`config.mk`:
```
export PLATFORM = sky130hd
export DESIGN_NAME = fir_tap_delay_line
export DESIGN_NICKNAME = d
export VERILOG_FILES = /design/src/fir_pkg.sv /design/src/fir_tap_delay_line.sv
export SDC_FILE = /design/constraint.sdc
export NUM_CORES = 1
export LEC_CHECK = 0
export BUFFER_PORTS_ARGS = -buffer_cell sky130_fd_sc_hd__buf_2
export CAP_MARGIN = 20
export CORE_AREA = 2 2 336 338
export DETAILED_ROUTE_END_ITERATION = 6
export DIE_AREA = 0 0 338 340
export PLACE_DENSITY = 0.54
export REMOVE_ABC_BUFFERS = 1
export SKIP_CTS_REPAIR_TIMING = 1
export SLEW_MARGIN = 40
export SYNTH_ARGS = -nofsm -noshare
export SYNTH_HDL_FRONTEND = slang
export SYNTH_SLANG_ARGS = --single-unit
```
`constraint.sdc`:
```
create_clock -name clk -period 34.6 [get_ports clk]
set_clock_uncertainty 0.2 [all_clocks]
set_input_delay 6.92 -clock clk [delete_from_list [all_inputs] [get_ports clk]]
set_output_delay 6.92 -clock clk [all_outputs]
set_load 0.02 [all_outputs]
```
`src/fir_pkg.sv`:
```
// shared widths, array types and coefficients of the 47-tap symmetric FIR
// all arithmetic wraps modulo 2^DATA_W, products keep only their low bits
// COEFFS holds the first half of the symmetric response, tap 23 last

package fir_pkg;

	// ********************************************************
	// widths and types
	// ********************************************************

	// sample, folded sum, product and output all share this width
	localparam int DATA_W = 18;

	typedef logic signed [DATA_W-1:0] sample_t;

	// ********************************************************
	// filter geometry
	// ********************************************************

	localparam int N_TAPS = 47;

	// mirror taps share a coefficient, odd centre tap stands alone
	localparam int N_UNIQ = (N_TAPS + 1) / 2;

	// index 0 is the newest sample
	typedef sample_t tap_vec_t [N_TAPS];

	// folded sums and products, one per distinct coefficient
	typedef sample_t uniq_vec_t [N_UNIQ];

	// ********************************************************
	// coefficient table
	// ********************************************************

	// entry j weights taps j and N_TAPS-1-j
	localparam uniq_vec_t COEFFS = '{
		88, 0, -97, -197, -294, -380,
		-447, -490, -504, -481, -420, -319,
		-178, 0, 212, 451, 710, 980,
		1252, 1514, 1756, 1971, 2147, 2278
	};

	// ********************************************************
	// pipeline depth
	// ********************************************************

	// pairwise reduction levels of the adder tree
	localparam int TREE_DEPTH = $clog2(N_UNIQ);

	// delay line + pre-add + multiply + tree, in enabled edges
	localparam int FIR_LATENCY = 3 + TREE_DEPTH;

endpackage

```
`src/fir_tap_delay_line.sv`:
```
// sample shift register, tap 0 holds the newest sample
// shifts only on edges with i_ena high, reset clears every tap

`timescale 1ns/1ps

module fir_tap_delay_line #(
	parameter int N = 47
) (
	input  logic             clk,
	input  logic             reset,
	input  logic             i_ena,
	input  fir_pkg::sample_t i_sample,
	output fir_pkg::sample_t o_taps [N]
);

	// newest sample in at tap 0, oldest falls off tap N-1
	always_ff @(posedge clk or posedge reset) begin
		if (reset) begin
			for (int i = 0; i < N; i++) begin
				o_taps[i] <= '0;
			end
		end else if (i_ena) begin
			o_taps[0] <= i_sample;
			for (int i = 1; i < N; i++) begin
				o_taps[i] <= o_taps[i-1];
			end
		end
	end

endmodule

```
== Word-level counts from Yosys, hierarchy flattened ==
Cells that the tools add are included.

* Flip-flop bits (word level): 846
* Input port bits: 21
* Output and inout port bits: 846
* Logic and storage cells: 47

== Logic depth before layout (Yosys ltp) ==
* Depth in word-level cells: 0
* Mapped depth: 4
* Depth with buffers taken out: 1

== Worst setup path after synthesis ==
No wires, ideal clock.

* Path type: input to register
* Start point: in i_ena
* End point: reg o_taps[828] (netlist name)
* Arrival time: 7.674 ns
* Required time: 34.275 ns
* Slack: 26.602 ns
* Cell stages on the path: 4
* Cells stage by stage: buf_6 > buf_6 > buf_6 > mux2_2

{| class="wikitable"
|+ RTL lines
! what !! RTL line !! RTL
|-
| start: declaration || fir_tap_delay_line.sv:11 || <nowiki>input logic i_ena,</nowiki>
|-
| end signal: indexed assignment || fir_tap_delay_line.sv:25 || <nowiki>o_taps[i] <= o_taps[i-1];</nowiki>
|-
| end: declaration || fir_tap_delay_line.sv:13 || <nowiki>output fir_pkg::sample_t o_taps [N]</nowiki>
|}

No word-level cell between the ends.

== Worst setup path after layout ==
* Start point: in i_ena
* End point: reg o_taps[138] (netlist name)

No word-level cell between the ends.

==> results by group <==
Outcome
  • Status: completed

Synthesis
  • Asr flop ratio synth: 100%
  • Yosys warns: 0
  • Mux contribution to synthesized area: 30.0%
  • Netlist cell types: 4
  • Synthesized flop and latch total: 846
  • Simple-gate share of the synthesized area: 0%
  • Avg Inst Size Synth: 17.8 um2
  • EDFF count, synth: 0
  • Adder-cell share of the synthesized area: 0%
  • Sequential area share after synthesis: 66.7%
  • Synth top area cells: dfrtp_1 (67%), mux2_2 (30%), buf_6 (3.3%)
  • Largest area contributor in the netlist: dfrtp_1
  • Combinational family with the most area after synthesis: multiplexers
  • Share of the synthesized area in the top cell type: 66.7%
  • Compound-Gate Fraction of Synth Area: 0%
  • Post-synthesis cell area: 31800 um2
  • Post-synthesis xor/xnor area fraction: 0%
  • Mapped Cells: 1787
  • Most used DFF post-synth: dfrtp_1
  • Most frequent cells after synthesis: dfrtp_1 (846), mux2_2 (846), buf_6 (94)

Worst setup path
  • Cells on worst reg2reg path: 2
  • Critical Path AT: 10.61 ns
  • Setup crit start kind: input pin
  • CP Data Required Time: 34.94 ns
  • Critical path endpoint category: flop
  • Critical path class: input pin to flop
  • CP max FO: 81

Global route
  • Initial antenna violation count: 2
  • Vias in the first global route: 18700
  • Gr usage total: 14.4%
  • Pin count of the biggest net entering global routing: 108
  • GR Overflow Total: 0
  • Global-route wire length before repair: 125000 um

Routing
  • Met2 routed WL: 44000 um
  • Via count: 18400
  • Top Layer Used: met4
  • Remaining DRCs: 0
  • WL met3: 5510 um
  • Post-DR vias/cell: 4.32
  • Wl on met1: 33100 um
  • Post-DR wirelength/cell: 20.1 um
  • Post-Route WL: 85700 um
  • DR iter-0 viols: 854
  • ANT nets after route: 0
  • TritonRoute pass-1 iters: 4

Timing
  • Highest Clock Rate: 0.0973 GHz
  • Setup TNS: 0 ns
  • Final period util: 29.7%
  • Worst-Margin Slew: 0.770 ns
  • Setup violators final: 0
  • Slew Viols, Final: 0
  • Slew Limit Headroom: 48.6%
  • Final worst setup slack: 24.33 ns
  • Final hold vios: 0
  • Unrepaired setup endpoints after global routing: false
  • Period minus WS final: 10.27 ns

Cells and area
  • Layout cells sized above 1: 68.7%
  • Non-Filler Instances: 4256
  • Final nets: 2699
  • Top reg by flops: o_taps
  • Max reg flops: 846
  • Layout Cell Area excl Fill: 40500 um2
  • Inserted Diodes: 0
  • Area Growth Syn to Fin: 27.5%
  • Top flop regs: o_taps (846)

Min path
  • Hold Path Class: flop to flop
  • Hold Path Depth: 1

Die
  • Chip Width: 338 um
  • DIE HEIGHT: 340 um
  • Site Rows: 123
  • Core ar.: 112000 um2
  • Die ar.: 115000 um2
  • # IOs: 867
  • Initial core utilization: 28.5%

CTS
  • Clock sinks: 846
  • CTS tree: done
  • CTS Buf Count: 94
  • Max clock buf depth: 3
  • CTS root buf: clkbuf_16
  • H-tree lvl count: 3
  • Clock slew seen by the registers of the worst setup and hold paths: 0.06 ns
  • Worst skew pair latency: 0.66 ns

Placed design
  • PortBufs: 866
  • Placed Cells: 4082
  • GP Congestion: 0.784
  • Placed instance area: 37200 um2
  • Hpwl dp: 62100 um
  • Pre-CTS setup slack: 23.19 ns

Power
  • PwrDens: 86.8 nW/um2
  • Leak pwr: 20.9 nW
  • Worst VDD drop: 56.7 uV

Flow run
  • MaxCap Viol Count: 0
## cell type report
| class | count | area (um2) |
|---|---|---|
| tap | 1500 | 1880 |
| clock inverter | 30 | 354 |
| sequential | 846 | 21200 |
| timing repair buffer | 889 | 4660 |
| inverter | 1 | 11.3 |
| fill | 10900 | 71100 |
| clock buffer | 144 | 2880 |
| multi-input combinational | 846 | 9530 |
## where the power goes
| part | total, mW | internal [mW] | switching (mW) | leakage [nW] |
|---|---|---|---|---|
| logic | 1.01 | 0.390 | 0.621 | 8.39 |
| registers | 1.47 | 1.26 | 0.218 | 10.9 |
| clock network | 1.03 | 0.614 | 0.416 | 1.61 |
## kinds of logic (layout without fill, tap and decap cells)
kind of cell,count (synthesis),after routing
muxes,846,846
DFF,846,846
buffers and inverters,95,1064
## cell usage in the layout, fill, tap and decap left out
| cell type | Yosys | final |
|---|---|---|
| inv_8 | 0 | 2 |
| buf_8 | 0 | 1 |
| buf_6 | 94 | 15 |
| clkbuf_8 | 0 | 30 |
| dfrtp_1 | 846 | 846 |
| clkinvlp_4 | 0 | 2 |
| clkbuf_1 | 0 | 18 |
| buf_2 | 0 | 865 |
| bufinv_16 | 0 | 5 |
| buf_12 | 0 | 2 |
| buf_16 | 0 | 3 |
| clkinv_2 | 0 | 15 |
| clkbuf_16 | 0 | 96 |
| inv_16 | 0 | 3 |
| mux2_2 | 846 | 846 |
| clkinv_8 | 0 | 1 |
| buf_4 | 0 | 3 |
| inv_6 | 0 | 3 |
## worst paths after layout
check / slack (ns) / from / to
worst max-delay path: 24.33 / i_ena / o_taps[138]
worst min-delay path: 0.30 / o_taps[17] / o_taps[17]
worst max register to register: 33.36 / o_taps[240] / o_taps[222]
worst min register to register: 0.30 / o_taps[17] / o_taps[17]
max in group asynchronous: 24.81 / reset / o_taps[714]
min in group asynchronous: 6.14 / reset / o_taps[242]
## worst max-delay path, cell delays in order
cell and delay (ns):
buf_8 0.32, buf_16 0.34, buf_6 0.55, buf_6 0.53, buf_4 0.63, buf_6 0.65, mux2_2 0.41
## stage by stage
step | power [mW] | hold WS (ns) | util [%]
floorplan | 2.03 | 0.436 | -
global placement | 2.51 | 0.288 | 33.3
detailed placement | 2.52 | 0.291 | 33.4
CTS | 3.58 | 0.304 | 36.3
global route | 3.69 | 0.323 | 36.3
finish | 3.51 | 0.300 | 36.3
## layer usage
layer	track usage, %	up-vias
met2	24.9	497
met1	16.7	9574
met4	5.61	0
met3	4.09	138
met5	0	-
li1	-	8158
(Power assumes the default switching activity.)
