File: config.mk
export PLATFORM = sky130hd
export DESIGN_NAME = fir_coeff_mult
export DESIGN_NICKNAME = d
export VERILOG_FILES = /design/src/fir_pkg.sv /design/src/fir_coeff_mult.sv
export SDC_FILE = /design/constraint.sdc
export NUM_CORES = 2
export LEC_CHECK = 0
export ABC_AREA = 0
export BUFFER_PORTS_ARGS = -buffer_cell sky130_fd_sc_hd__buf_2
export CORE_AREA = 2 2 339 341
export DETAILED_ROUTE_END_ITERATION = 8
export DIE_AREA = 0 0 341 343
export PLACE_DENSITY = 0.75
export SYNTH_ARGS = -nofsm -noshare
export SYNTH_HDL_FRONTEND = slang
export SYNTH_SLANG_ARGS = --single-unit
export TNS_END_PERCENT = 100
File: constraint.sdc
create_clock -name clk -period 16.55 [get_ports clk]
set_input_delay 3.31 -clock clk [delete_from_list [all_inputs] [get_ports clk]]
set_output_delay 3.31 -clock clk [all_outputs]
set_load 0.02 [all_outputs]
File: src/fir_pkg.sv
// shared widths, array types and coefficients of the 47-tap symmetric FIR
// all arithmetic wraps modulo 2^DATA_W, products keep only their low bits
// COEFFS holds the first half of the symmetric response, tap 23 last

package fir_pkg;

	// ********************************************************
	// widths and types
	// ********************************************************

	// sample, folded sum, product and output all share this width
	localparam int DATA_W = 18;

	typedef logic signed [DATA_W-1:0] sample_t;

	// ********************************************************
	// filter geometry
	// ********************************************************

	localparam int N_TAPS = 47;

	// mirror taps share a coefficient, odd centre tap stands alone
	localparam int N_UNIQ = (N_TAPS + 1) / 2;

	// index 0 is the newest sample
	typedef sample_t tap_vec_t [N_TAPS];

	// folded sums and products, one per distinct coefficient
	typedef sample_t uniq_vec_t [N_UNIQ];

	// ********************************************************
	// coefficient table
	// ********************************************************

	// entry j weights taps j and N_TAPS-1-j
	localparam uniq_vec_t COEFFS = '{
		88, 0, -97, -197, -294, -380,
		-447, -490, -504, -481, -420, -319,
		-178, 0, 212, 451, 710, 980,
		1252, 1514, 1756, 1971, 2147, 2278
	};

	// ********************************************************
	// pipeline depth
	// ********************************************************

	// pairwise reduction levels of the adder tree
	localparam int TREE_DEPTH = $clog2(N_UNIQ);

	// delay line + pre-add + multiply + tree, in enabled edges
	localparam int FIR_LATENCY = 3 + TREE_DEPTH;

endpackage

File: src/fir_coeff_mult.sv
// one registered multiplier per folded sum, coefficient from COEFFS
// each product is truncated to its low DATA_W bits

`timescale 1ns/1ps

module fir_coeff_mult (
	input  logic               clk,
	input  logic               reset,
	input  logic               i_ena,
	input  fir_pkg::uniq_vec_t i_sums,
	output fir_pkg::uniq_vec_t o_products
);

	import fir_pkg::*;

	// full-width products before truncation
	logic signed [2*DATA_W-1:0] full_products [N_UNIQ];

	always_comb begin
		for (int j = 0; j < N_UNIQ; j++) begin
			full_products[j] = i_sums[j] * COEFFS[j];
		end
	end

	// ********************************************************
	// product registers
	// ********************************************************

	always_ff @(posedge clk or posedge reset) begin
		if (reset) begin
			for (int j = 0; j < N_UNIQ; j++) begin
				o_products[j] <= '0;
			end
		end else if (i_ena) begin
			for (int j = 0; j < N_UNIQ; j++) begin
				// keep the low bits only, same as a modulo 2^DATA_W product
				o_products[j] <= full_products[j][DATA_W-1:0];
			end
		end
	end

endmodule

== After elaboration in Yosys (flattened, before gate mapping) ==
Cells that the tools add are included.
Operators by class
  add/subtract/negate cells: 0
  multipliers: 22
  divide/modulo/power cells: 0
  magnitude comparators: 0
  equal/unequal tests: 0
  shift operators: 0
  multiplexer cells: 0
  bitwise operators: 0
  reductions and logical operators: 0
Operators by type and width (count)
  $mul A18 B10 Y18 const B: 4
  $mul A18 B10 Y16 const B: 2
  $mul A18 B8 Y16 const B: 2
  $mul A18 B9 Y17 const B: 2
  $mul A18 B10 Y17 const B: 1
  $mul A18 B11 Y17 const B: 1
  $mul A18 B12 Y17 const B: 1
  $mul A18 B12 Y18 const B: 1
  $mul A18 B13 Y18 const B: 1
  $mul A18 B5 Y15 const B: 1
  $mul A18 B7 Y15 const B: 1
  $mul A18 B7 Y16 const B: 1
  $mul A18 B8 Y17 const B: 1
  $mul A18 B8 Y18 const B: 1
  $mul A18 B9 Y16 const B: 1
  $mul A18 B9 Y18 const B: 1
Storage, ports and cells
  register bits: 372
  latch bits: 0
  memory bits (writable): 0
  bits in read-only memories: 0
  bits of input ports: 435
  output and inout port bits: 432
  logic and storage cells: 44
  memories: 0

== Depth between registers and ports, before layout ==
  word-level depth: 1
  mapped depth: 18
  mapped depth without buffers: 18

== Worst setup path after synthesis ==
No wires, ideal clock.
  path kind: in2reg
  from: in i_sums[254] (netlist name)
  to: reg o_products[269] (netlist name)
  setup time: 0.141 ns
  arrival time: 7.185 ns
  required time: 16.409 ns
  setup slack: 9.224 ns
  stages: 17
  buffers on the path: 0
  path through: inv_1 > fa_1 > inv_1 > ha_1 > ha_1 > inv_1 > fa_1 > inv_1 > fa_1 > ha_1 > a211oi_1 > o21ai_0 > a21oi_1 > o21ai_0 > o31ai_1 > mux2i_1 > o2111ai_1
On the way
  longest elaborated chain between the ends: 1
RTL lines
  start: declaration: RTL line fir_coeff_mult.sv:10  | input fir_pkg::uniq_vec_t i_sums,
  $mul A18 B10 Y18: RTL line fir_coeff_mult.sv:21  | full_products[j] = i_sums[j] * COEFFS[j];
  end signal: indexed assignment: RTL line fir_coeff_mult.sv:37  | o_products[j] <= full_products[j][DATA_W-1:0];
  end: declaration: RTL line fir_coeff_mult.sv:11  | output fir_pkg::uniq_vec_t o_products
Every way passes these cells.
A chain may end at the register's enable or synchronous reset.

== Final worst setup path ==
  from: in i_sums[255] (netlist name)
  to: reg o_products[269] (netlist name)
The elaborated chain is that of the path after synthesis.

==> impl_metrics.tcl <==
set metrics [dict create \
    multi_input_area_um2 38100 \
    place_area_um2 58600 \
    worstPathBufferInverterCount 5 \
    max_flop_register "o_products" \
    synth_top_family_by_area "adder cells" \
    top_regs "o_products: 372 flops" \
    stdcell_count 7569 \
    max_freq_mhz 135 \
    syn_area_per_cell_um2 10.2 \
    drive_gt1_share_pct 19.1 \
    min_to "o_products[120]" \
    yosys.area.top_type_share_pct 24.2 \
    worst_ep_arrival_time_ps 7890 \
    setup_viol 0 \
    postCtsSetupBuffers 0 \
    drv_cap 0 \
    drt-total-wl_um 131000 \
    area_growth_pct 13.6 \
    track_usage_pct 22.8 \
    hp-start "o_products[120]" \
    drt-met1-wl_um 53300 \
    fillers 9949 \
    worst_path_largest_cell_delay_ps 530 \
    hp-class "flip-flop to flip-flop" \
    r2r_slack_ps 15480 \
    synth_xor_area_share_pct 6.23 \
    power.density_nw_per_um2 167 \
    hold_depth 1 \
    cp.required_ps 17050 \
    dieArea_um2 117000 \
    io_pins 867 \
    timing.rr.start "o_products[53]" \
    place_congestion 0.943 \
    grt_pass1_vias 40481 \
    slowest_stage "fa_1" \
    crit_path_max_fanout 5 \
    fin_ws_ps 9160 \
    grt_max_degree 72 \
    grt_antenna_before_repair 25 \
    p_leak_nw 32.7 \
    clk_path_buf_depth 3 \
    wl_met3_um 8750 \
    synthTopCellsByArea "fa_1 (24%), ha_1 (24%), dfrtp_1 (17%)" \
    reg2reg_depth 3 \
    rows 124 \
    path_delay_family "adder cells" \
    drt-wirelength-per-cell_um 17.4 \
    viasPerCell 5.01 \
    grt_pass1_wl_um 212000 \
    gr-total-overflow 0 \
    regArea_um2 9310 \
    finalClockSkew_ps 0 \
    cts_resized 0 \
    endpoint_kind "flip-flop" \
    rsz0062_at_grt "no" \
    power_mw 10.1 \
    synthSimpleGateAreaFrac_pct 3.81 \
    critPathKind "input port to flip-flop" \
    cts-root-buf "clkbuf_16" \
    crit_cells 18 \
    die_h_um 343 \
    start_util_pct 47.0 \
    final_area_um2 60500 \
    final_core_util_pct 53.3 \
    vias 37941 \
    dp_cells 7456 \
    hpwl_um 113000 \
    synth_edf_count 0 \
    insertion_delay_ps 630 \
    cpMostUsedCell "inv_1" \
    ys_warn_count 0 \
    final_max_slew_viol_count 0 \
    synthMuxAreaShare_pct 5.63 \
    clkTransAtPathRegs_ps 60 \
    cts_hold_buf 0 \
    worst_pin_slew_ps 947 \
    synth_compound_area_share_pct 7.54 \
    largest_reg_flops 372 \
    ys_ff_latch 372 \
    synth_ff_type "dfrtp_1" \
    topRoutingLayerUsed "met5" \
    synth_commonest_cells "inv_1 (1435), ha_1 (1008), fa_1 (645)" \
    drtAntennaViolNets 0 \
    synth_fa_ha_area_share_pct 47.9 \
    synth.distinct_cells 77 \
    ir_worst_vdd_mv 0.140 \
    syn_inst 5242 \
    whs_ps 473 \
    syn_area_um2 53300 \
    timing.rr.end "o_products[53]" \
    start_kind "input port" \
    firstDrtPassIters 5 \
    fin_nets 8086 \
    port_buffers 746 \
    synth.largest_area_cell "fa_1" \
    cts_tree "built" \
    wl_met2_um 64500 \
    yosysMostFrequentCell "inv_1" \
    setup_tns_ps 0 \
    drc 0 \
    min_period_over_period_pct 44.7 \
    status "complete, no violations" \
    htreeDepth 2 \
    cts_buffers 52 \
    fp.dieW_um 341 \
    synthArstFlopShare_pct 100 \
    core_area_um2 113000 \
    min_period_ps 7390 \
    cts_num_sinks 372 \
    place_ws_ps 8550 \
    timing_hold_violations_final 0 \
    crit_chain "buf_2, inv_1, fa_1, inv_1, ha_1, ha_1, inv_1, fa_1, inv_1, fa_1, ha_1, a211oi_1, o21ai_0, a21oi_1, o21ai_0, o31ai_1, mux2i_1, o2111ai_1" \
    slew_headroom_pct 36.9 \
    drt_iter0_markers 1453 \
    ys_seq_area_share_pct 17.5 \
]
-- power by group --
part / internal (mW) / switching [mW] / leakage, nW
Clock: 0.751 / 0.493 / 0.912
Combinational: 3.26 / 4.05 / 27.4
Sequential: 1.31 / 0.251 / 4.34
Total: 5.32 / 4.80 / 32.7
-- area by class of cell --
type | count | share of cell area, %
diodes | 15 | 0.0621
clock buffers | 65 | 2.40
clock inverters | 33 | 0.730
inverters | 1436 | 8.93
multi-input cells | 3377 | 63.0
flip-flops and latches | 372 | 15.4
well taps | 1512 | 3.13
repair buffers | 759 | 6.35
-- cell usage in the layout, fill, tap and decap left out, types with 98 or more instances in the layout --
cell     netlist  final
inv_1       1435   1434
ha_1        1008   1008
buf_2          0    745
fa_1         645    645
dfrtp_1      372    372
xnor2_1      340    340
mux2_2       260    260
nor2_1       177    177
a21oi_1      136    136
o21ai_0       98     98
-- cells by family (layout without fill, tap and decap cells) --
logic type / after synthesis / after routing
buf+inv: 1552 / 2293
other cells: 1 / 75
mux: 267 / 267
fa+ha+maj: 1653 / 1653
compound gates: 588 / 588
flops: 372 / 372
xor+xnor: 379 / 379
simple gates: 430 / 430
-- metal layers --
layer	GRT usage [%]	up-vias
li1	-	18120
met1	28.0	18749
met2	39.6	824
met3	5.11	232
met4	7.50	16
met5	0	-
-- worst max-delay path by stage --
stage                      from  slack, ps              end
finish              i_sums[255]       9160  o_products[269]
CTS                 i_sums[255]       9210  o_products[269]
global route        i_sums[255]       8870  o_products[269]
detailed placement  i_sums[255]       8550  o_products[269]
floorplan                 reset       2910  o_products[100]
global placement    i_sums[255]       8570  o_products[269]
(Power assumes the default switching activity.)
