**config.mk**
```make
export PLATFORM = sky130hd
export DESIGN_NAME = fir_symmetric_preadd
export DESIGN_NICKNAME = d
export VERILOG_FILES = /design/src/fir_pkg.sv /design/src/fir_symmetric_preadd.sv
export SDC_FILE = /design/constraint.sdc
export NUM_CORES = 2
export LEC_CHECK = 0
export BUFFER_PORTS_ARGS = -buffer_cell sky130_fd_sc_hd__buf_2
export CAP_MARGIN = 20
export CORE_AREA = 2 2 504 506
export DETAILED_ROUTE_END_ITERATION = 16
export DIE_AREA = 0 0 506 508
export PLACE_DENSITY_LB_ADDON = 0.25
export SYNTH_ARGS = -nofsm -noshare
export SYNTH_HDL_FRONTEND = slang
export SYNTH_SLANG_ARGS = --single-unit
```
**constraint.sdc**
```tcl
create_clock -name clk -period 20.5 [get_ports clk]
set_input_delay 2.05 -clock clk [delete_from_list [all_inputs] [get_ports clk]]
set_output_delay 2.05 -clock clk [all_outputs]
set_load 0.02 [all_outputs]
```
**src/fir_pkg.sv**
```systemverilog
// shared widths, array types and coefficients of the 47-tap symmetric FIR
// all arithmetic wraps modulo 2^DATA_W, products keep only their low bits
// COEFFS holds the first half of the symmetric response, tap 23 last

package fir_pkg;

	// ********************************************************
	// widths and types
	// ********************************************************

	// sample, folded sum, product and output all share this width
	localparam int DATA_W = 18;

	typedef logic signed [DATA_W-1:0] sample_t;

	// ********************************************************
	// filter geometry
	// ********************************************************

	localparam int N_TAPS = 47;

	// mirror taps share a coefficient, odd centre tap stands alone
	localparam int N_UNIQ = (N_TAPS + 1) / 2;

	// index 0 is the newest sample
	typedef sample_t tap_vec_t [N_TAPS];

	// folded sums and products, one per distinct coefficient
	typedef sample_t uniq_vec_t [N_UNIQ];

	// ********************************************************
	// coefficient table
	// ********************************************************

	// entry j weights taps j and N_TAPS-1-j
	localparam uniq_vec_t COEFFS = '{
		88, 0, -97, -197, -294, -380,
		-447, -490, -504, -481, -420, -319,
		-178, 0, 212, 451, 710, 980,
		1252, 1514, 1756, 1971, 2147, 2278
	};

	// ********************************************************
	// pipeline depth
	// ********************************************************

	// pairwise reduction levels of the adder tree
	localparam int TREE_DEPTH = $clog2(N_UNIQ);

	// delay line + pre-add + multiply + tree, in enabled edges
	localparam int FIR_LATENCY = 3 + TREE_DEPTH;

endpackage

```
**src/fir_symmetric_preadd.sv**
```systemverilog
// folds mirror taps of the symmetric filter into N_UNIQ registered sums
// sums wrap at DATA_W bits, the centre tap passes through unchanged

`timescale 1ns/1ps

module fir_symmetric_preadd (
	input  logic               clk,
	input  logic               reset,
	input  logic               i_ena,
	input  fir_pkg::tap_vec_t  i_taps,
	output fir_pkg::uniq_vec_t o_sums
);

	import fir_pkg::*;

	// number of true mirror pairs
	localparam int N_PAIRS = N_TAPS / 2;

	always_ff @(posedge clk or posedge reset) begin
		if (reset) begin
			for (int j = 0; j < N_UNIQ; j++) begin
				o_sums[j] <= '0;
			end
		end else if (i_ena) begin
			// tap j pairs with tap N_TAPS-1-j
			for (int j = 0; j < N_PAIRS; j++) begin
				o_sums[j] <= i_taps[j] + i_taps[N_TAPS-1-j];
			end
			// bye register for the unpaired centre tap
			if (N_TAPS % 2 == 1) begin
				o_sums[N_UNIQ-1] <= i_taps[N_PAIRS];
			end
		end
	end

endmodule

```
Word level (Yosys, flattened, before mapping)

Index checks and enable logic that the tools add are counted.

Register bits: 432
Bits in latches: 0
Memory bits (writable): 0
Bits in read-only memories: 0
Input bits: 849
Memories: 0

Add/subtract/negate cells: 23
$mul: 0
Divide/modulo/power cells: 0
$lt $le $gt $ge: 0
Equality and inequality tests: 0
Shift-type cells: 0
Multiplexer cells: 0
Bitwise logic cells: 0
Reduce and logical (&&, ||, !) cells: 0

Operators by type and width:

| kind           | count |
|---|---|
| $add 18x18->18 | 23 |

Longest topological paths before layout

Depth after elaboration: 1
Gate-level depth with buffers: 10
Gate-level depth less buffers: 10

Least setup slack after synthesis

No wires, ideal clock.

Kind: in2reg
From: input i_taps[0] in the netlist's numbering
To: register o_sums[426] in the netlist's numbering
Library setup time: 0.125 ns
Arrival: 3.998 ns
Data required time: 20.375 ns
Path slack: 16.378 ns
Cell stages on the path: 10
Path buffers: 0
Path through: ha_1 -> inv_1 -> fa_1 -> nor2b_1 -> o21ai_1 -> a211o_1 -> a211oi_1 -> a21oi_1 -> xnor2_1 -> mux2_2

Longest elaborated chain between the ends: 1

Ends and longest elaborated chain:

| item                          | RTL line                   | source |
|---|---|---|
| start, declared               | fir_symmetric_preadd.sv:10 | `input fir_pkg::tap_vec_t i_taps,` |
| $add 18x18->18                | fir_symmetric_preadd.sv:27 | `o_sums[j] <= i_taps[j] + i_taps[N_TAPS-1-j];` |
| end signal, assigned by index | fir_symmetric_preadd.sv:27 |  |
| end signal, assigned by index | fir_symmetric_preadd.sv:31 | `o_sums[N_UNIQ-1] <= i_taps[N_PAIRS];` |
| end, declared                 | fir_symmetric_preadd.sv:11 | `output fir_pkg::uniq_vec_t o_sums` |

No other way between the ends.
A chain may end at the register's enable or synchronous reset.

==> flow_summary.ini <==
[run_status]
outcome = complete, no violations

[cells_and_area]
area_delta_synth_final_pct = 37.1
drive_gt1_share_pct = 33.3
seq_area_mm2 = 0.0108
fillers = 28300
final_common_cell = buf_2
final_cell_mix = buf_2, dfrtp_1, ha_1, a21oi_1, nor2_1
multiInputGateArea_mm2 = 0.0231
largest-register = o_sums
largest_reg_flops = 432
nNetsFinal = 6305
top_regs = o_sums (432)

[cts]
cts_buffers = 70
clkTransAtPathRegs_ns = 0.06
cts_max_path_buffers = 3
ctsResizeCount = 0
cts_root_buf = clkbuf_16
post_cts.repair.setup_buffers = 0
cts.sinks = 432
cts_tree = yes
h-tree-depth = 3
hold_buffers = 0
clock_latency_ns = 0.68

[setup_path]
worstSetupStartpoint = i_ena
reg2reg_depth = 2
r2r_end = o_sums[244]$_DFFE_PP0P_
r2r_slack_ns = 19.23
setup.worst_path.class = primary input to flip-flop
r2r-start = o_sums[244]$_DFFE_PP0P_
required_ns = 21.11
crit_path_end_kind = flip-flop
start_kind = primary input
crit_fanout = 71
timing.critical_path.arrival_ns = 5.58
crit_end = o_sums[319]$_DFFE_PP0P_

[die]
die_h_um = 508
core_mm2 = 0.252
pin_count = 1281
die_area_mm2 = 0.257
start_util_pct = 13.8
die_width_um = 506
rows = 185

[global_route]
antenna_found_initial = 82
track_usage_pct = 14.7
grt_max_degree = 119
grt_overflow_total = 0
grt_pass1_vias = 35700
grt_first_pass_wirelength_um = 274000

[routing]
firstDrtPassIters = 5
antenna_left = 0
avgViaCountPerCell = 4.19
vias = 35500
drc = 0
wl_per_cell_um = 23.2
first_iter_violations = 2132
routed_wl_um = 197000

[synthesis]
synth-seq-area-share_pct = 31.1
synth-warning-count = 0
synth_area_mm2 = 0.0348
async_flop_share_pct = 100
yosysUniqueCellTypes = 85
syn_avg_cell_area_um2 = 9.23
synthFlopType = dfrtp_1
synth_edf_count = 0
synthesis.nets = 5032
synth-seq-cells = 432
synthCells = 3769

[timing]
max_slew_margin_pct = 26.6
hold_viol = 0
skew_ns = 0
setup_tns_ns = 0
holdWs_ns = 0.471
period_share_pct = 24.3
setup_viol = 0
tightestPinTransition_ns = 1.10
final-max-slew-violation-count = 0
fmax_mhz = 201
rsz0062_at_grt = false
period_needed_ns = 4.98

[pwr]
power_leakage_nw = 21.9
power_density_mw_per_mm2 = 82.9
ir_drop_mv = 0.0534

[place]
gp_congestion = 0.921
hpwl_um = 167000
io_buffers = 1280

[hold_path]
hold_path.class = flip-flop to flip-flop

[flow_run]
cap_violations = 0
## power breakdown
part	switching [mW]	internal, mW	leakage, nW	total [mW]
logic	0.959	0.559	15.7	1.52
registers	0.124	1.03	5.05	1.15
clock network	0.516	0.772	1.18	1.29
total	1.60	2.36	21.9	3.96
## how the worst min path moves through the flow
stage | to | from | slack (ns) | depth (start not counted)
2_1_floorplan | o_sums[119]$_DFFE_PP0P_ | o_sums[119]$_DFFE_PP0P_ | 0.59 | 2
3_3_place_gp | o_sums[184]$_DFFE_PP0P_ | o_sums[184]$_DFFE_PP0P_ | 0.46 | 1
3_5_place_dp | o_sums[119]$_DFFE_PP0P_ | o_sums[119]$_DFFE_PP0P_ | 0.46 | 2
4_1_cts | o_sums[206]$_DFFE_PP0P_ | o_sums[206]$_DFFE_PP0P_ | 0.48 | 1
5_1_grt | o_sums[148]$_DFFE_PP0P_ | o_sums[148]$_DFFE_PP0P_ | 0.49 | 1
6_report | o_sums[206]$_DFFE_PP0P_ | o_sums[206]$_DFFE_PP0P_ | 0.47 | 1
## cells in the mapped netlist, types with 15 or more instances
library cell | instances | area share [%]
and2_1 | 21 | 0.38
nand2b_1 | 48 | 0.86
clkbuf_1 | 80 | 0.86
xnor2_1 | 184 | 4.6
or4_1 | 22 | 0.47
nand3_1 | 55 | 0.79
mux2_2 | 208 | 6.7
a211oi_1 | 82 | 1.8
o21bai_1 | 24 | 0.52
inv_1 | 149 | 1.6
o21a_1 | 104 | 2.2
o21ai_0 | 193 | 2.8
xor2_1 | 41 | 1.0
a31oi_1 | 37 | 0.67
and3_1 | 48 | 0.86
a21oi_1 | 293 | 4.2
o31a_1 | 27 | 0.68
nand4_1 | 15 | 0.27
nor2_1 | 266 | 2.9
o21ai_1 | 24 | 0.35
fa_1 | 23 | 1.3
dfrtp_1 | 432 | 31
o211ai_1 | 24 | 0.52
o2111ai_1 | 16 | 0.40
or3_1 | 26 | 0.47
nand2_1 | 257 | 2.8
a21o_1 | 138 | 3.0
ha_1 | 391 | 14
buf_1 | 15 | 0.16
nor3_1 | 110 | 1.6
nor2b_1 | 57 | 1.0
a211o_1 | 38 | 0.96
o31ai_1 | 42 | 0.91
## layout make-up
| cell class | count | share of cell area, % |
|---|---|---|
| antenna | 28 | 0.147 |
| clock buffer | 104 | 4.45 |
| clock inverter | 23 | 0.650 |
| inverter | 149 | 1.20 |
| multi-input combinational | 3090 | 48.3 |
| sequential | 432 | 22.6 |
| tap | 3366 | 8.82 |
| timing repair buffer | 1299 | 13.8 |
## metal layers
layer	up-vias	global-route usage, %	share of wire (%)
li1	16700	-	-
met1	17200	16.8	39
met2	1383	26.0	49
met3	279	4.35	7.8
met4	44	5.07	3.3
met5	-	0	0.14
## stage by stage
stage	setup slack (ns)	cell area, um^2	instances	power [mW]	utilization [%]
2_1_floorplan	6.42	34800	3769	2.00	-
3_3_place_gp	14.83	45200	8336	2.70	17.9
3_5_place_dp	14.82	45200	8336	2.70	17.9
4_1_cts	15.62	47700	8463	4.05	18.9
5_1_grt	15.34	47700	8482	4.19	18.9
6_report	15.52	47700	8491	3.96	18.9
## worst max-delay path, cell delays in order
cell and delay, ns:
buf_8 0.43, buf_4 0.74, buf_4 0.69, buf_4 0.76, nand2_1 0.09, or4_1 0.42
nand3_1 0.10
## kinds of logic after synthesis
group | after synthesis | share of synthesized area (%)
compound gates | 1216 | 23.7
xor+xnor | 225 | 5.66
fa+ha+maj | 414 | 15.4
buf+inv | 247 | 2.67
flops | 432 | 31.1
mux | 222 | 7.15
simple gates | 1013 | 14.3
Note: power is estimated with default switching activity, not from simulation.
