`config.mk`:
```
export PLATFORM = sky130hd
export DESIGN_NAME = fir_valid_delay
export DESIGN_NICKNAME = d
export VERILOG_FILES = /design/src/fir_valid_delay.sv
export SDC_FILE = /design/constraint.sdc
export NUM_CORES = 1
export LEC_CHECK = 0
export BUFFER_PORTS_ARGS = -buffer_cell sky130_fd_sc_hd__buf_4
export CORE_AREA = 10 10 47 49
export DETAILED_ROUTE_END_ITERATION = 6
export DIE_AREA = 0 0 57 59
export PLACE_DENSITY = 0.47
export SYNTH_ARGS = -nofsm -noshare
export SYNTH_HDL_FRONTEND = slang
export SYNTH_SLANG_ARGS = --single-unit
```
`constraint.sdc`:
```
create_clock -name clk -period 0.9 [get_ports clk]
set_input_delay 0.135 -clock clk [delete_from_list [all_inputs] [get_ports clk]]
set_output_delay 0.135 -clock clk [all_outputs]
set_load 0.005 [all_outputs]
```
`src/fir_valid_delay.sv`:
```
// delays the valid tag by DEPTH enabled edges to line up with the data
// DEPTH must be at least 2

`timescale 1ns/1ps

module fir_valid_delay #(
	parameter int DEPTH = 8
) (
	input  logic clk,
	input  logic reset,
	input  logic i_ena,
	input  logic i_valid,
	output logic o_valid
);

	// bit 0 is the most recent tag
	logic [DEPTH-1:0] valid_pipe;

	always_ff @(posedge clk or posedge reset) begin
		if (reset) begin
			valid_pipe <= '0;
		end else if (i_ena) begin
			valid_pipe <= {valid_pipe[DEPTH-2:0], i_valid};
		end
	end

	assign o_valid = valid_pipe[DEPTH-1];

endmodule

```
### Word-level counts from Yosys, hierarchy flattened

Cells that the tools add are included.

* divide/modulo/power cells: 0
* reductions and logical operators: 0
* $mul: 0
* bitwise gates (word level): 0
* magnitude comparators: 0
* shifts and indexed selects: 0
* equal/unequal tests: 0
* muxes and demuxes: 0
* add/subtract/negate cells: 0

* bits of input ports: 4
* output and inout port bits: 1
* word-level logic and storage cells: 1
* latch bits: 0
* memories: 0
* memory bits (writable): 0
* bits in read-only memories: 0
* flip-flop bits (word level): 8

### Longest topological paths before layout

Gate-level depths: netlist of the first run.

* depth in word-level cells: 0
* depth in mapped cells: 2

### Worst setup path before layout of the first run

OpenSTA, ideal clock, no wires.

* path kind: register -> register
* from: reg valid_pipe[7] (netlist name)
* to: reg valid_pipe[7]
* stages on the path, launching flop included: 2
* arrival time: 623 ps
* buffers on the path: 0
* clock period less this slack: 748 ps
* slack: 152 ps
* path through: dfrtp_1 mux2_4

RTL lines
* end signal, assigned: line 23 `valid_pipe <= {valid_pipe[DEPTH-2:0], i_valid};`
* end, declared: line 17 `logic [DEPTH-1:0] valid_pipe;`

### Worst setup path in the final report of the first run

* from: reg valid_pipe[7]
* to: out o_valid

RTL lines
* end, declared: line 13 `output logic o_valid`

No word-level cell between the ends.

==> flow_summary.yaml, run 1 <==
logic_synthesis:
  ys_seq_area_share_pct: 59.7
  synth-seq-cells: 8
  synth_nets: 22
  ys_types: 4
  syn_avg_cell_area_um2: 18.6
  synth_warnings: 0
  syn-cell-area_um2: 335
  synthCells: 18
cts:
  clk_path_buf_depth: 2
  tritoncts: "done"
  clock-sinks: 8
  numCtsBuffers: 3
  htreeDepth: 1
  clock-root-buffer: "clkbuf_4"
  clkTransAtPathRegs_ps: 50
  clk_latency_ps: 250
critical_path:
  path_delay_family: "flip-flops"
  rr_worst_depth: 2
  cp_data_arrival_time_ps: 750
  crit_type: "reg -> out"
  startpoint_type: "register"
  cp_max_fo: 2
  required_ps: 760
  cpPeakStageDelay_ps: 380
  crit_chain: "buf_6"
  critPathBufInv: 1
  crit_slowest_cell: "dfrtp_1"
  critical_path_depth: 1
  endpoint_kind: "primary output"
sta:
  rsz0062_at_grt: "true"
  skew_ps: 5.53
  worstMarginPinSlew_ps: 297
  timing.final.ws_setup_ps: 13.1
  relSlewSlack_pct: 80.2
  finalCriticalPeriod_ps: 887
  final-setup-viol-count: 0
  fmax_mhz: 1130
  slew_viol_final: 0
  hold_violations: 0
  min_period_over_period_pct: 98.5
route:
  drt_iter0_drc: 1
  drc: 0
  routed_via_density: 4.07
  num_vias: 171
  dr.pass1.iters: 3
  ant_nets: 0
  detail_route.wl_per_cell_um: 11.6
  drt-total-wl_um: 488
job:
  max_cap_viol_count: 0
die:
  dieHeight_um: 59
  die_area_mm2: 0.00336
  die_w_um: 57
  initial_core_util_pct: 23.9
  rows: 14
  core_area_mm2: 0.00140
  ios: 5
placed_design:
  pre_cts_slack_ps: 142
  port-buffer-count: 4
  gp_congestion: 0.632
pwr:
  p_leak_uw: 0.000209
  ir_worst_vdd_mv: 1.25
  pwr_density_cell_mw_per_mm2: 2460
layout:
  regMostFlops: "valid_pipe"
  fin_util_pct: 29.8
  top_regs: "valid_pipe (8)"
  drive_above_1_share_pct: 61.5
  fin_nets: 32
  num_antenna_cells: 0
  area_delta_synth_final_pct: 24.6
  largest_reg_flops: 8
worst_hold_path:
  hp-class: "in -> reg"
  holdPathStages: 2
global_routing:
  antenna_found_initial: 0
  grt_overflow: 0
  use_met2_pct: 4.81
  busiest_layer: "met3"
  grt.total_usage_pct: 4.00
  use_met3_pct: 5.15
  grt_util_met1_pct: 3.75
  grt_start_max_net_pins: 9
  grt_pass1_wl_um: 952
  grt_pass1_vias: 205
status:
  status: "finished clean"
==> Yosys cell counts <==
| cell type | instances | area share (%) |
|---|---|---|
| inv_1 | 1 | 1.1 |
| buf_6 | 1 | 3.4 |
| mux2_4 | 8 | 36 |
| dfrtp_1 | 8 | 60 |
==> placed cells by master, fill, tap and decap left out <==
cell,Yosys,layout
inv_1,1,1
buf_4,0,4
dfrtp_1,8,8
mux2_4,8,8
clkbuf_4,0,3
buf_6,1,1
dlygate4sd3_1,0,1
==> layer usage <==
layer	routed length [um]	up-vias
li1	-	78
met1	199	83
met2	207	8
met3	73	2
met4	8	0
met5	0	-
==> logic make-up (layout without fill, tap and decap cells) <==
group	after synthesis	count (layout)	share of synthesized area, %
buffers and inverters	2	10	4.48
muxes	8	8	35.8
DFF	8	8	59.7
==> worst paths after layout <==
check | from | end | slack [ps]
max in group asynchronous | reset | valid_pipe[2] | 290
min in group asynchronous | reset | valid_pipe[5] | 380
setup / recovery | valid_pipe[7] | o_valid | 10
setup reg to reg | valid_pipe[7] | valid_pipe[7] | 20
hold reg to reg | valid_pipe[3] | valid_pipe[4] | 500
hold / removal | i_valid | valid_pipe[0] | 120
==> layout make-up <==
| cell class | instances | area (um^2) |
|---|---|---|
| timing repair buffer | 6 | 51.3 |
| inverter | 1 | 3.75 |
| clock buffer | 3 | 22.5 |
| tap | 16 | 20.0 |
| fill | 149 | 983 |
| sequential | 8 | 200 |
| multi-input combinational | 8 | 120 |
==> where the power goes <==
group / leakage, uW / internal (uW) / total [uW] / switching [uW]
logic: 0.000101 / 197 / 253 / 56.1
clock network: 0.0000138 / 152 / 263 / 112
registers: 0.0000945 / 457 / 513 / 55.2
==> what timing repair did <==
item	CTS	global route
buffers inserted	1	0
endpoints found under the hold margin	8	0
hold buffers	1	0
setup endpoints to repair	1	2
gates resized for setup	1	0
==> through the flow <==
| step | hold slack [ps] | cells | cell area [um^2] | TNS, ps | power [uW] |
|---|---|---|---|---|---|
| floorplan | -49.3 | 18 | 335 | 0 | 666 |
| global route | 112 | 42 | 418 | -48.5 | 1100 |
| detailed placement | 101 | 37 | 374 | 0 | 725 |
| CTS | 116 | 42 | 418 | 0 | 1050 |
| global placement | 91.9 | 37 | 374 | 0 | 723 |
| finish | 121 | 42 | 418 | 0 | 1030 |
(Power assumes the default switching activity.)
==> run 2, diff against run 1 <==
--- a/config.mk
+++ b/config.mk
@@ -9,7 +9,8 @@
 export CORE_AREA = 10 10 47 49
 export DETAILED_ROUTE_END_ITERATION = 6
 export DIE_AREA = 0 0 57 59
-export PLACE_DENSITY = 0.47
+export HOLD_SLACK_MARGIN = 0.1
+export PLACE_DENSITY = 0.48
 export SYNTH_ARGS = -nofsm -noshare
 export SYNTH_HDL_FRONTEND = slang
 export SYNTH_SLANG_ARGS = --single-unit
==> constraint.sdc (replaced) <==
create_clock -name clk -period 0.8 [get_ports clk]
set_input_delay 0.12 -clock clk [delete_from_list [all_inputs] [get_ports clk]]
set_output_delay 0.12 -clock clk [all_outputs]
set_load 0.005 [all_outputs]
==> flow_summary.yaml, run 2 (synthesis gave the netlist of run 1 again) <==
route:
  routed_via_density: 3.93
  drc: 0
  ant_nets: 0
  dr.pass1.iters: 2
  detail_route.wl_per_cell_um: 11.4
  drt_iter0_drc: 1
  num_vias: 165
  drt-total-wl_um: 480
critical_path:
  crit_type: "reg -> reg"
  cp_max_fo: 2
  crit_slowest_cell: "dfrtp_1"
  crit_chain: "buf_4, mux2_4"
  required_ps: 930
  endpoint_kind: "register"
  critPathBufInv: 1
  path_delay_family: "flip-flops"
  startpoint_type: "register"
  cpPeakStageDelay_ps: 380
  cp_data_arrival_time_ps: 1010
die:
  rows: 14
  core_area_mm2: 0.00140
  ios: 5
  initial_core_util_pct: 23.9
  die_area_mm2: 0.00336
  dieHeight_um: 59
  die_w_um: 57
sta:
  timing.final.ws_setup_ps: -83.4
  final-setup-viol-count: 2
  skew_ps: 1.12
  fin_setup_tns_ps: -148
  min_period_over_period_pct: 110
  rsz0062_at_grt: "true"
  hold_violations: 0
  fmax_mhz: 1130
  relSlewSlack_pct: 80.0
  worstMarginPinSlew_ps: 299
  slew_viol_final: 0
  finalCriticalPeriod_ps: 883
cts:
  tritoncts: "done"
  clk_latency_ps: 250
  clkTransAtPathRegs_ps: 50
  numCtsBuffers: 3
  clock-sinks: 8
  cts_hold_buf: 1
  clk_path_buf_depth: 2
  htreeDepth: 1
  clock-root-buffer: "clkbuf_4"
global_routing:
  grt_pass1_wl_um: 841
  grt_pass1_vias: 183
  antenna_found_initial: 0
  grt.total_usage_pct: 3.79
  grt_start_max_net_pins: 9
  grt_overflow: 0
pwr:
  ir_worst_vdd_mv: 0.823
  p_leak_uw: 0.000209
  pwr_density_cell_mw_per_mm2: 2760
layout:
  regMostFlops: "valid_pipe"
  final_cell_area_um2: 418
  num_antenna_cells: 0
  largest_reg_flops: 8
  layout_common_cells: "mux2_4, dfrtp_1, buf_4, clkbuf_4"
  fin_cells: 42
  area_delta_synth_final_pct: 24.6
  fin_util_pct: 29.8
  top_regs: "valid_pipe (8)"
  fin_nets: 32
  drive_above_1_share_pct: 61.5
worst_hold_path:
  hp-class: "in -> reg"
placed_design:
  pre_cts_slack_ps: 44.9
  placed_cells: 37
  port-buffer-count: 4
  gp_congestion: 0.631
  place_area_um2: 374
status:
  status: "complete, but fails checks"
  violations: "negative setup slack"
job:
  max_cap_viol_count: 0
-- run 2: cell counts in the layout (fill, tap and decap cells not counted) --
Identical to the previous run, type by type.
-- run 2: stage by stage --
| step | hold WS (ps) | power, uW |
|---|---|---|
| 2_1_floorplan | -64.3 | 749 |
| 6_report | 103 | 1150 |
| 3_5_place_dp | 89.3 | 816 |
| 3_3_place_gp | 76.4 | 814 |
| 5_1_grt | 88.9 | 1240 |
| 4_1_cts | 87.8 | 1190 |
-- run 2: repair_timing --
action	4_1_cts	5_1_grt
endpoints found under the setup margin	1	2
setup buffers	1	0
endpoints found under the hold margin	9	1
gates resized for setup	1	0
-- run 2: final timing paths --
check | startpoint | to | slack (ps) | depth (start not counted)
worst max-delay path | valid_pipe[7] | valid_pipe[7] | -80 | 2
worst min-delay path | i_valid | valid_pipe[0] | 100 | 2
worst max register to register | valid_pipe[7] | valid_pipe[7] | -80 | 2
worst min register to register | valid_pipe[4] | valid_pipe[4] | 510 | 1
max in group asynchronous | reset | valid_pipe[0] | 200 | 3
min in group asynchronous | reset | valid_pipe[4] | 370 | 3
-- run 2: layout make-up --
class	instances	area, um^2
repair buffers	6	51.3
flip-flops and latches	8	200
clock buffers	3	22.5
inverters	1	3.75
fillers	149	983
well taps	16	20.0
multi-input cells	8	120
-- run 2: power breakdown --
| part | switching (uW) | internal (uW) | total [uW] |
|---|---|---|---|
| Sequential | 62.7 | 515 | 577 |
| Clock | 122 | 171 | 293 |
| Combinational | 61.8 | 222 | 284 |
| Total | 247 | 907 | 1150 |
-- run 2: per-layer routing --
| layer | vias up | routed length [um] | GRT usage (%) | share of wire, % |
|---|---|---|---|---|
| met5 | - | 0 | 0 | 0 |
| met4 | 0 | 0 | 4.03 | 0 |
| li1 | 77 | - | - | - |
| met1 | 82 | 220 | 3.63 | 46 |
| met2 | 6 | 209 | 3.88 | 44 |
| met3 | 0 | 51 | 4.29 | 11 |
