## src/fir_pkg.sv

```systemverilog
// shared widths, array types and coefficients of the 47-tap symmetric FIR
// all arithmetic wraps modulo 2^DATA_W, products keep only their low bits
// COEFFS holds the first half of the symmetric response, tap 23 last

package fir_pkg;

	// ********************************************************
	// widths and types
	// ********************************************************

	// sample, folded sum, product and output all share this width
	localparam int DATA_W = 18;

	typedef logic signed [DATA_W-1:0] sample_t;

	// ********************************************************
	// filter geometry
	// ********************************************************

	localparam int N_TAPS = 47;

	// mirror taps share a coefficient, odd centre tap stands alone
	localparam int N_UNIQ = (N_TAPS + 1) / 2;

	// index 0 is the newest sample
	typedef sample_t tap_vec_t [N_TAPS];

	// folded sums and products, one per distinct coefficient
	typedef sample_t uniq_vec_t [N_UNIQ];

	// ********************************************************
	// coefficient table
	// ********************************************************

	// entry j weights taps j and N_TAPS-1-j
	localparam uniq_vec_t COEFFS = '{
		88, 0, -97, -197, -294, -380,
		-447, -490, -504, -481, -420, -319,
		-178, 0, 212, 451, 710, 980,
		1252, 1514, 1756, 1971, 2147, 2278
	};

	// ********************************************************
	// pipeline depth
	// ********************************************************

	// pairwise reduction levels of the adder tree
	localparam int TREE_DEPTH = $clog2(N_UNIQ);

	// delay line + pre-add + multiply + tree, in enabled edges
	localparam int FIR_LATENCY = 3 + TREE_DEPTH;

endpackage

```

## src/fir_adder_tree.sv

```systemverilog
// registered binary adder tree, one register level per pairwise step
// latency is $clog2(N_IN) enabled edges, sums wrap at DATA_W bits
// an odd term at any level is carried up through a bye register

`timescale 1ns/1ps

module fir_adder_tree #(
	parameter int N_IN = 24
) (
	input  logic             clk,
	input  logic             reset,
	input  logic             i_ena,
	input  fir_pkg::sample_t i_terms [N_IN],
	output fir_pkg::sample_t o_sum
);

	import fir_pkg::*;

	// number of register levels down to a single sum
	localparam int N_LEVELS = $clog2(N_IN);

	// terms entering level l, halved and rounded up per level
	function automatic int level_count(input int n, input int l);
		int c;
		c = n;
		for (int k = 0; k < l; k++) begin
			c = (c + 1) / 2;
		end
		return c;
	endfunction

	// ********************************************************
	// reduction levels
	// ********************************************************

	for (genvar l = 0; l < N_LEVELS; l++) begin : g_level
		localparam int N_CUR = level_count(N_IN, l);
		localparam int N_NXT = (N_CUR + 1) / 2;

		sample_t in_terms [N_CUR];
		sample_t sums     [N_NXT];

		// level 0 reads the products, later levels the level below
		if (l == 0) begin : g_first
			assign in_terms = i_terms;
		end else begin : g_next
			assign in_terms = g_level[l-1].sums;
		end

		always_ff @(posedge clk or posedge reset) begin
			if (reset) begin
				for (int i = 0; i < N_NXT; i++) begin
					sums[i] <= '0;
				end
			end else if (i_ena) begin
				// neighbouring pairs
				for (int i = 0; i < N_CUR / 2; i++) begin
					sums[i] <= in_terms[2*i] + in_terms[2*i+1];
				end
				// bye register for the leftover term
				if (N_CUR % 2 == 1) begin
					sums[N_NXT-1] <= in_terms[N_CUR-1];
				end
			end
		end
	end

	// last level has exactly one sum
	assign o_sum = g_level[N_LEVELS-1].sums[0];

endmodule

```

## config.mk

```make
export PLATFORM = sky130hd
export DESIGN_NAME = fir_adder_tree
export DESIGN_NICKNAME = d
export VERILOG_FILES = /design/src/fir_pkg.sv /design/src/fir_adder_tree.sv
export SDC_FILE = /design/constraint.sdc
export NUM_CORES = 2
export LEC_CHECK = 0
export BUFFER_PORTS_ARGS = -buffer_cell sky130_fd_sc_hd__buf_4
export CORE_UTILIZATION = 45
export DETAILED_ROUTE_END_ITERATION = 6
export PLACE_DENSITY = 0.68
export SYNTH_ARGS = -nofsm -noshare
export SYNTH_HDL_FRONTEND = slang
export SYNTH_SLANG_ARGS = --single-unit
```

## constraint.sdc

```tcl
create_clock -name clk -period 15.5 [get_ports clk]
set_input_delay 0.775 -clock clk [delete_from_list [all_inputs] [get_ports clk]]
set_output_delay 0.775 -clock clk [all_outputs]
set_load 0.01 [all_outputs]
```

# --- Word level (Yosys, flattened, before mapping) ---
# Index checks and enable logic that the tools add are counted.
totals:
  ff_bits: 432
  inputBits: 435
  output_inout_bits: 18
  word_cells: 47
op_classes:
  n_addsub: 23
op_table:
  columns: ["op", "n"]
  rows:
  - ["18-bit adder", 23]

# --- Depth between registers and ports, before layout ---
depth:
  word_depth: 1
  mapped_depth: 11
  ltp_nobuf: 11

# --- Worst setup path after synthesis ---
# OpenSTA, ideal clock, no wires.
synth_path:
  kind: "in2reg"
  from: "in i_terms[180] (netlist name)"
  to: "reg g_level[0].sums[106] (netlist name)"
  setup_ns: 0.125
  arrival_time_ns: 2.749
  required_time_ns: 15.375
  slack_ns: 12.626
  cell_stages: 11
  path_buffers: 0
  path_cell_list: "ha_1 > inv_1 > fa_1 > nor2b_1 > o21ai_1 > a21oi_1 > o221ai_2 > a211oi_1 > a221oi_2 > xnor2_1 > mux2_2"
synth_between:
  elab_chain_len: 1
synth_lines:
  columns: ["element", "line_no", "text"]
  rows:
  - ["start, declared", "fir_adder_tree.sv:13", "input fir_pkg::sample_t i_terms [N_IN],"]
  - ["18-bit adder", "fir_adder_tree.sv:58", "sums[i] <= in_terms[2*i] + in_terms[2*i+1];"]
  - ["end signal, assigned by index", "fir_adder_tree.sv:58", null]
  - ["end signal, assigned by index", "fir_adder_tree.sv:62", "sums[N_NXT-1] <= in_terms[N_CUR-1];"]
  - ["end, declared", "fir_adder_tree.sv:41", "sample_t sums [N_NXT];"]
# No other way between the ends.
# A chain may end at the register's enable or synchronous reset.

# --- Worst setup path after layout ---
layout_path:
  from: "reg g_level[0].sums[37] (netlist name)"
  to: "reg g_level[1].sums[33] (netlist name)"
layout_between:
  elab_chain_len: 1
layout_lines:
  columns: ["element", "line_no"]
  rows:
  - ["18-bit adder", "fir_adder_tree.sv:58"]
  - ["end signal, assigned by index", "fir_adder_tree.sv:58"]
  - ["end signal, assigned by index", "fir_adder_tree.sv:62"]
  - ["end, declared", "fir_adder_tree.sv:41"]
# No other way between the ends.

==> impl_summary.log <==
INFO  metric run_status = complete, but fails checks
INFO  metric failing_checks = DRC
INFO  metric cts_resized = 0
INFO  metric worst_clock_skew = 0.02247 ns
INFO  metric core_region_area = roughly 0.073 mm2
INFO  metric dr_iter_0_viols = around 1300
INFO  metric postSynth.asyncResetShare = 100.0%
INFO  metric grt_first_pass_wirelength = around 130000 um
INFO  metric final_max_slew_viol_count = 0
INFO  metric floorplan.rows = between 90 and 100
INFO  metric num_io_pins = ~450
INFO  metric clock_tree.root_cell = sky130_fd_sc_hd__clkbuf_16
INFO  metric synth_fp_nets = 4327
INFO  metric most_common_library_cell_in_the_layout_ignoring_fill_and_taps = sky130_fd_sc_hd__buf_4
INFO  metric most-common-layout-cells = sky130_fd_sc_hd__buf_4 (457), sky130_fd_sc_hd__dfrtp_1 (432), sky130_fd_sc_hd__ha_1 (391), sky130_fd_sc_hd__a21oi_1 (322), sky130_fd_sc_hd__mux2_2 (273)
INFO  metric syn_to_final_growth = 18.36%
INFO  metric cp.arrival = approximately 3.3 ns
INFO  metric firstDrtPassIters = 7
INFO  metric number_of_placed_cells_counting_well_taps = roughly 4800
INFO  metric floorplan.initialDensity = ~46%
INFO  metric timing.critical_path.slowest_stage_cell = sky130_fd_sc_hd__a211oi_1
INFO  metric max-slew-margin-rel = 32.28%
INFO  metric worst_ep_required_time = between 15 and 20 ns
INFO  metric fraction_of_final_layout_cells_with_drive_strength_greater_than_1 = between 20% and 30%
INFO  metric max-vdd-ir-drop = ~120 uV
INFO  metric post_route_insts_no_fill = around 5000
INFO  metric grt_antenna_before_repair = 5
INFO  metric final_nets = 4763
INFO  metric gp_routability_congestion = just under 0.9
INFO  metric postCtsSetupBuffers = 0
INFO  metric grt_max_degree = 194
INFO  metric port_buffers = 452
INFO  metric hold_buffers = 0
INFO  metric synth.cell_area = approximately 0.033 mm2
INFO  metric synth_warnings = 0
INFO  metric clock_insertion_delay_worst_skew = 0.60 ns
INFO  metric register_bit_total_from_synthesis = about 430
INFO  metric fin_crit = approximately 2.9 ns
INFO  metric place_hpwl = around 63000 um
INFO  metric detailed_place.area = 0.03790 mm2
INFO  metric die_area = ~0.076 mm2
INFO  metric crit_path_cell_trace = ha_1, a211oi_1, o21ai_1, a31oi_1, o21a_1, o22ai_1, o21ai_1, mux2_1, a221o_1
INFO  metric detail_route.wirelength = 81320 um
INFO  metric critPathMaxStageDelay = ~0.42 ns
INFO  metric drv_cap = 0
INFO  metric h-tree-depth = 2
INFO  metric cellLeakagePower = 0.01834 uW
INFO  metric num_vias = around 27000
INFO  metric netlist_instances = approximately 3500
INFO  metric number_of_design_rule_violations_left_after_detail_routing = 34
INFO  metric start_kind = flop
INFO  metric post_drt_wl_per_cell = 16.53 um
INFO  metric route.antenna.remaining_nets = 0
INFO  metric stdcell_area = roughly 0.04 mm2
INFO  metric post_drt_via_cell_ratio = 5.479
INFO  metric tritoncts = done
INFO  metric timing_hold_violations_final = 0
INFO  metric cts-buffers-inserted = 50
INFO  metric crit_type = flop to flop
INFO  metric fin_hold_ws = between 0.3 and 0.4 ns
INFO  metric cts.reportedPaths.clkPinSlew = ~0.060 ns
INFO  metric final_min_period_over_clock_period = 18.55%
INFO  metric overflow = 0
INFO  metric cts_max_path_buffers = 3
INFO  metric number_of_different_library_cells_in_the_post_synthesis_netlist = 80
INFO  metric grt_pass1_vias = around 26000
INFO  metric max_freq = between 300 and 400 MHz
INFO  metric setup_viol = 0
INFO  metric worst_tran_pin_value = 1.016 ns
INFO  metric number_of_clock_sinks_seen_by_cts = ~430
INFO  metric min-delay-path-class = primary input to asynchronous set/reset pin
INFO  metric timing.critical_path.mode_cell = sky130_fd_sc_hd__o21ai_1
INFO  metric die_height = 274.8 um
INFO  metric path_max_fanout = 4
INFO  metric syn-mean-instance-area = between 9 and 10 um2
INFO  metric end_kind = flop
INFO  metric ys_dominant_reg_cell = sky130_fd_sc_hd__dfrtp_1
INFO  metric setup_repair_after_global_routing_missed_its_margin = no
INFO  metric layout.filler_cells = roughly 6700
INFO  metric totalNegativeSetupSlack = 0 ns
INFO  metric seq_area_frac_synth = 32.28%
INFO  metric power = roughly 6800 uW
INFO  metric synth_enable_flop_cells = 0
INFO  metric die-width = 274.8 um
INFO  metric overall_fraction_of_global_route_tracks_in_use = a little over a fifth
INFO  metric power.density = ~170 mW/mm2
## per-stage QoR
| step | utilization (%) | setup slack, ns |
|---|---|---|
| detailed placement | 51.68 | 12.03 |
| CTS | 54.03 | 12.65 |
| global route | 54.04 | 12.36 |
| finish | 54.05 | 12.63 |
| floorplan | - | 2.693 |
| global placement | 51.68 | 12.01 |
## worst max-delay path: cells and delay by family (launching register included)
kind	cells	cell delay [ns]
flip-flops	1	0.40
multiplexers	1	0.33
AO/OA/AOI/OAI	7	1.71
adder cells (fa/ha/maj)	1	0.31
## final cells by class
| cell class | instances | area [um2] | area share [%] |
|---|---|---|---|
| antenna | 6 | 15.01 | 0.03788 |
| clock buffer | 63 | 1400 | 3.533 |
| clock inverter | 31 | 321.6 | 0.8113 |
| inverter | 181 | 691.9 | 1.746 |
| multi-input combinational | 2789 | 21710 | 54.77 |
| sequential | 432 | 10810 | 27.28 |
| tap | 959 | 1200 | 3.028 |
| timing repair buffer | 460 | 3486 | 8.795 |
## synth_stat cells, types with 6 or more instances
cell type                   count  share of area, %
sky130_fd_sc_hd__a2111oi_0     12              0.31
sky130_fd_sc_hd__a211o_1       17              0.44
sky130_fd_sc_hd__a211oi_1      48               1.1
sky130_fd_sc_hd__a21boi_0       9              0.20
sky130_fd_sc_hd__a21boi_1       6              0.13
sky130_fd_sc_hd__a21o_1       145               3.3
sky130_fd_sc_hd__a21oi_1      322               4.8
sky130_fd_sc_hd__a221o_1       12              0.36
sky130_fd_sc_hd__a31oi_1       22              0.41
sky130_fd_sc_hd__a41oi_1       19              0.50
sky130_fd_sc_hd__and2_1        10              0.19
sky130_fd_sc_hd__and3_1        29              0.54
sky130_fd_sc_hd__buf_1         19              0.21
sky130_fd_sc_hd__clkbuf_1      56              0.63
sky130_fd_sc_hd__dfrtp_1      432                32
sky130_fd_sc_hd__fa_1          23               1.4
sky130_fd_sc_hd__ha_1         391                15
sky130_fd_sc_hd__inv_1        180               2.0
sky130_fd_sc_hd__mux2_1         8              0.27
sky130_fd_sc_hd__mux2_2       273               9.2
sky130_fd_sc_hd__mux2i_1       23              0.69
sky130_fd_sc_hd__nand2_1      154               1.7
sky130_fd_sc_hd__nand2b_1      52              0.97
sky130_fd_sc_hd__nand3_1       32              0.48
sky130_fd_sc_hd__nand3b_1       6              0.13
sky130_fd_sc_hd__nand4_1       26              0.49
sky130_fd_sc_hd__nand4bb_1      8              0.27
sky130_fd_sc_hd__nor2_1       209               2.3
sky130_fd_sc_hd__nor2b_1       47              0.88
sky130_fd_sc_hd__nor3_1        82               1.2
sky130_fd_sc_hd__o211ai_1      15              0.34
sky130_fd_sc_hd__o21a_1        33              0.74
sky130_fd_sc_hd__o21ai_0      136               2.0
sky130_fd_sc_hd__o21ai_1      102               1.5
sky130_fd_sc_hd__o21bai_1      53               1.2
sky130_fd_sc_hd__o22ai_1       13              0.24
sky130_fd_sc_hd__o2bb2ai_1     12              0.31
sky130_fd_sc_hd__o31ai_1       33              0.74
sky130_fd_sc_hd__or4_1          9              0.20
sky130_fd_sc_hd__xnor2_1      249               6.5
sky130_fd_sc_hd__xor2_1        56               1.5
## kinds of logic (layout without fill, tap and decap cells)
logic type | Yosys count | count (layout) | share of synthesized area [%]
other | 0 | 6 | 0
flip-flops | 432 | 432 | 32.28
XOR/XNOR | 305 | 305 | 7.978
buffers and inverters | 257 | 735 | 2.885
multiplexers | 305 | 305 | 10.18
AO/OA/AOI/OAI | 1077 | 1077 | 20.72
AND/OR/NAND/NOR | 688 | 688 | 9.962
adder cells (fa/ha/maj) | 414 | 414 | 15.99
## report_power, final
part	total, uW	internal (uW)	switching, uW
logic	3700	1790	1910
clock network	1220	726	495
registers	1850	1560	293
total	6770	4080	2700
## state kept, by name, indices dropped and copies added, names as in the netlist
name	count
o_sum	18
g_level.sums	414
## final timing paths
kind / start / slack, ns / cells past startpoint / endpoint
setup / recovery: g_level[0].sums[37] / 12.63 / 9 / g_level[1].sums[33]
hold / removal: reset / 0.30 / 2 / g_level[0].sums[17]
setup reg to reg: g_level[0].sums[37] / 12.63 / 9 / g_level[1].sums[33]
hold reg to reg: o_sum[14] / 0.48 / 2 / o_sum[14]
max in group asynchronous: reset / 12.77 / 4 / g_level[0].sums[175]
min in group clk: o_sum[14] / 0.48 / 2 / o_sum[14]
## layer usage
metal | vias to the layer above | part of all wire (%) | global-route usage, %
met1 | 12710 | 47 | 29.07
met5 | - | 0 | 0
met2 | 459 | 48 | 35.93
li1 | 13690 | - | -
met3 | 99 | 3.3 | 2.016
met4 | 0 | 2.2 | 5.772
Note: power is estimated with default switching activity, not from simulation.
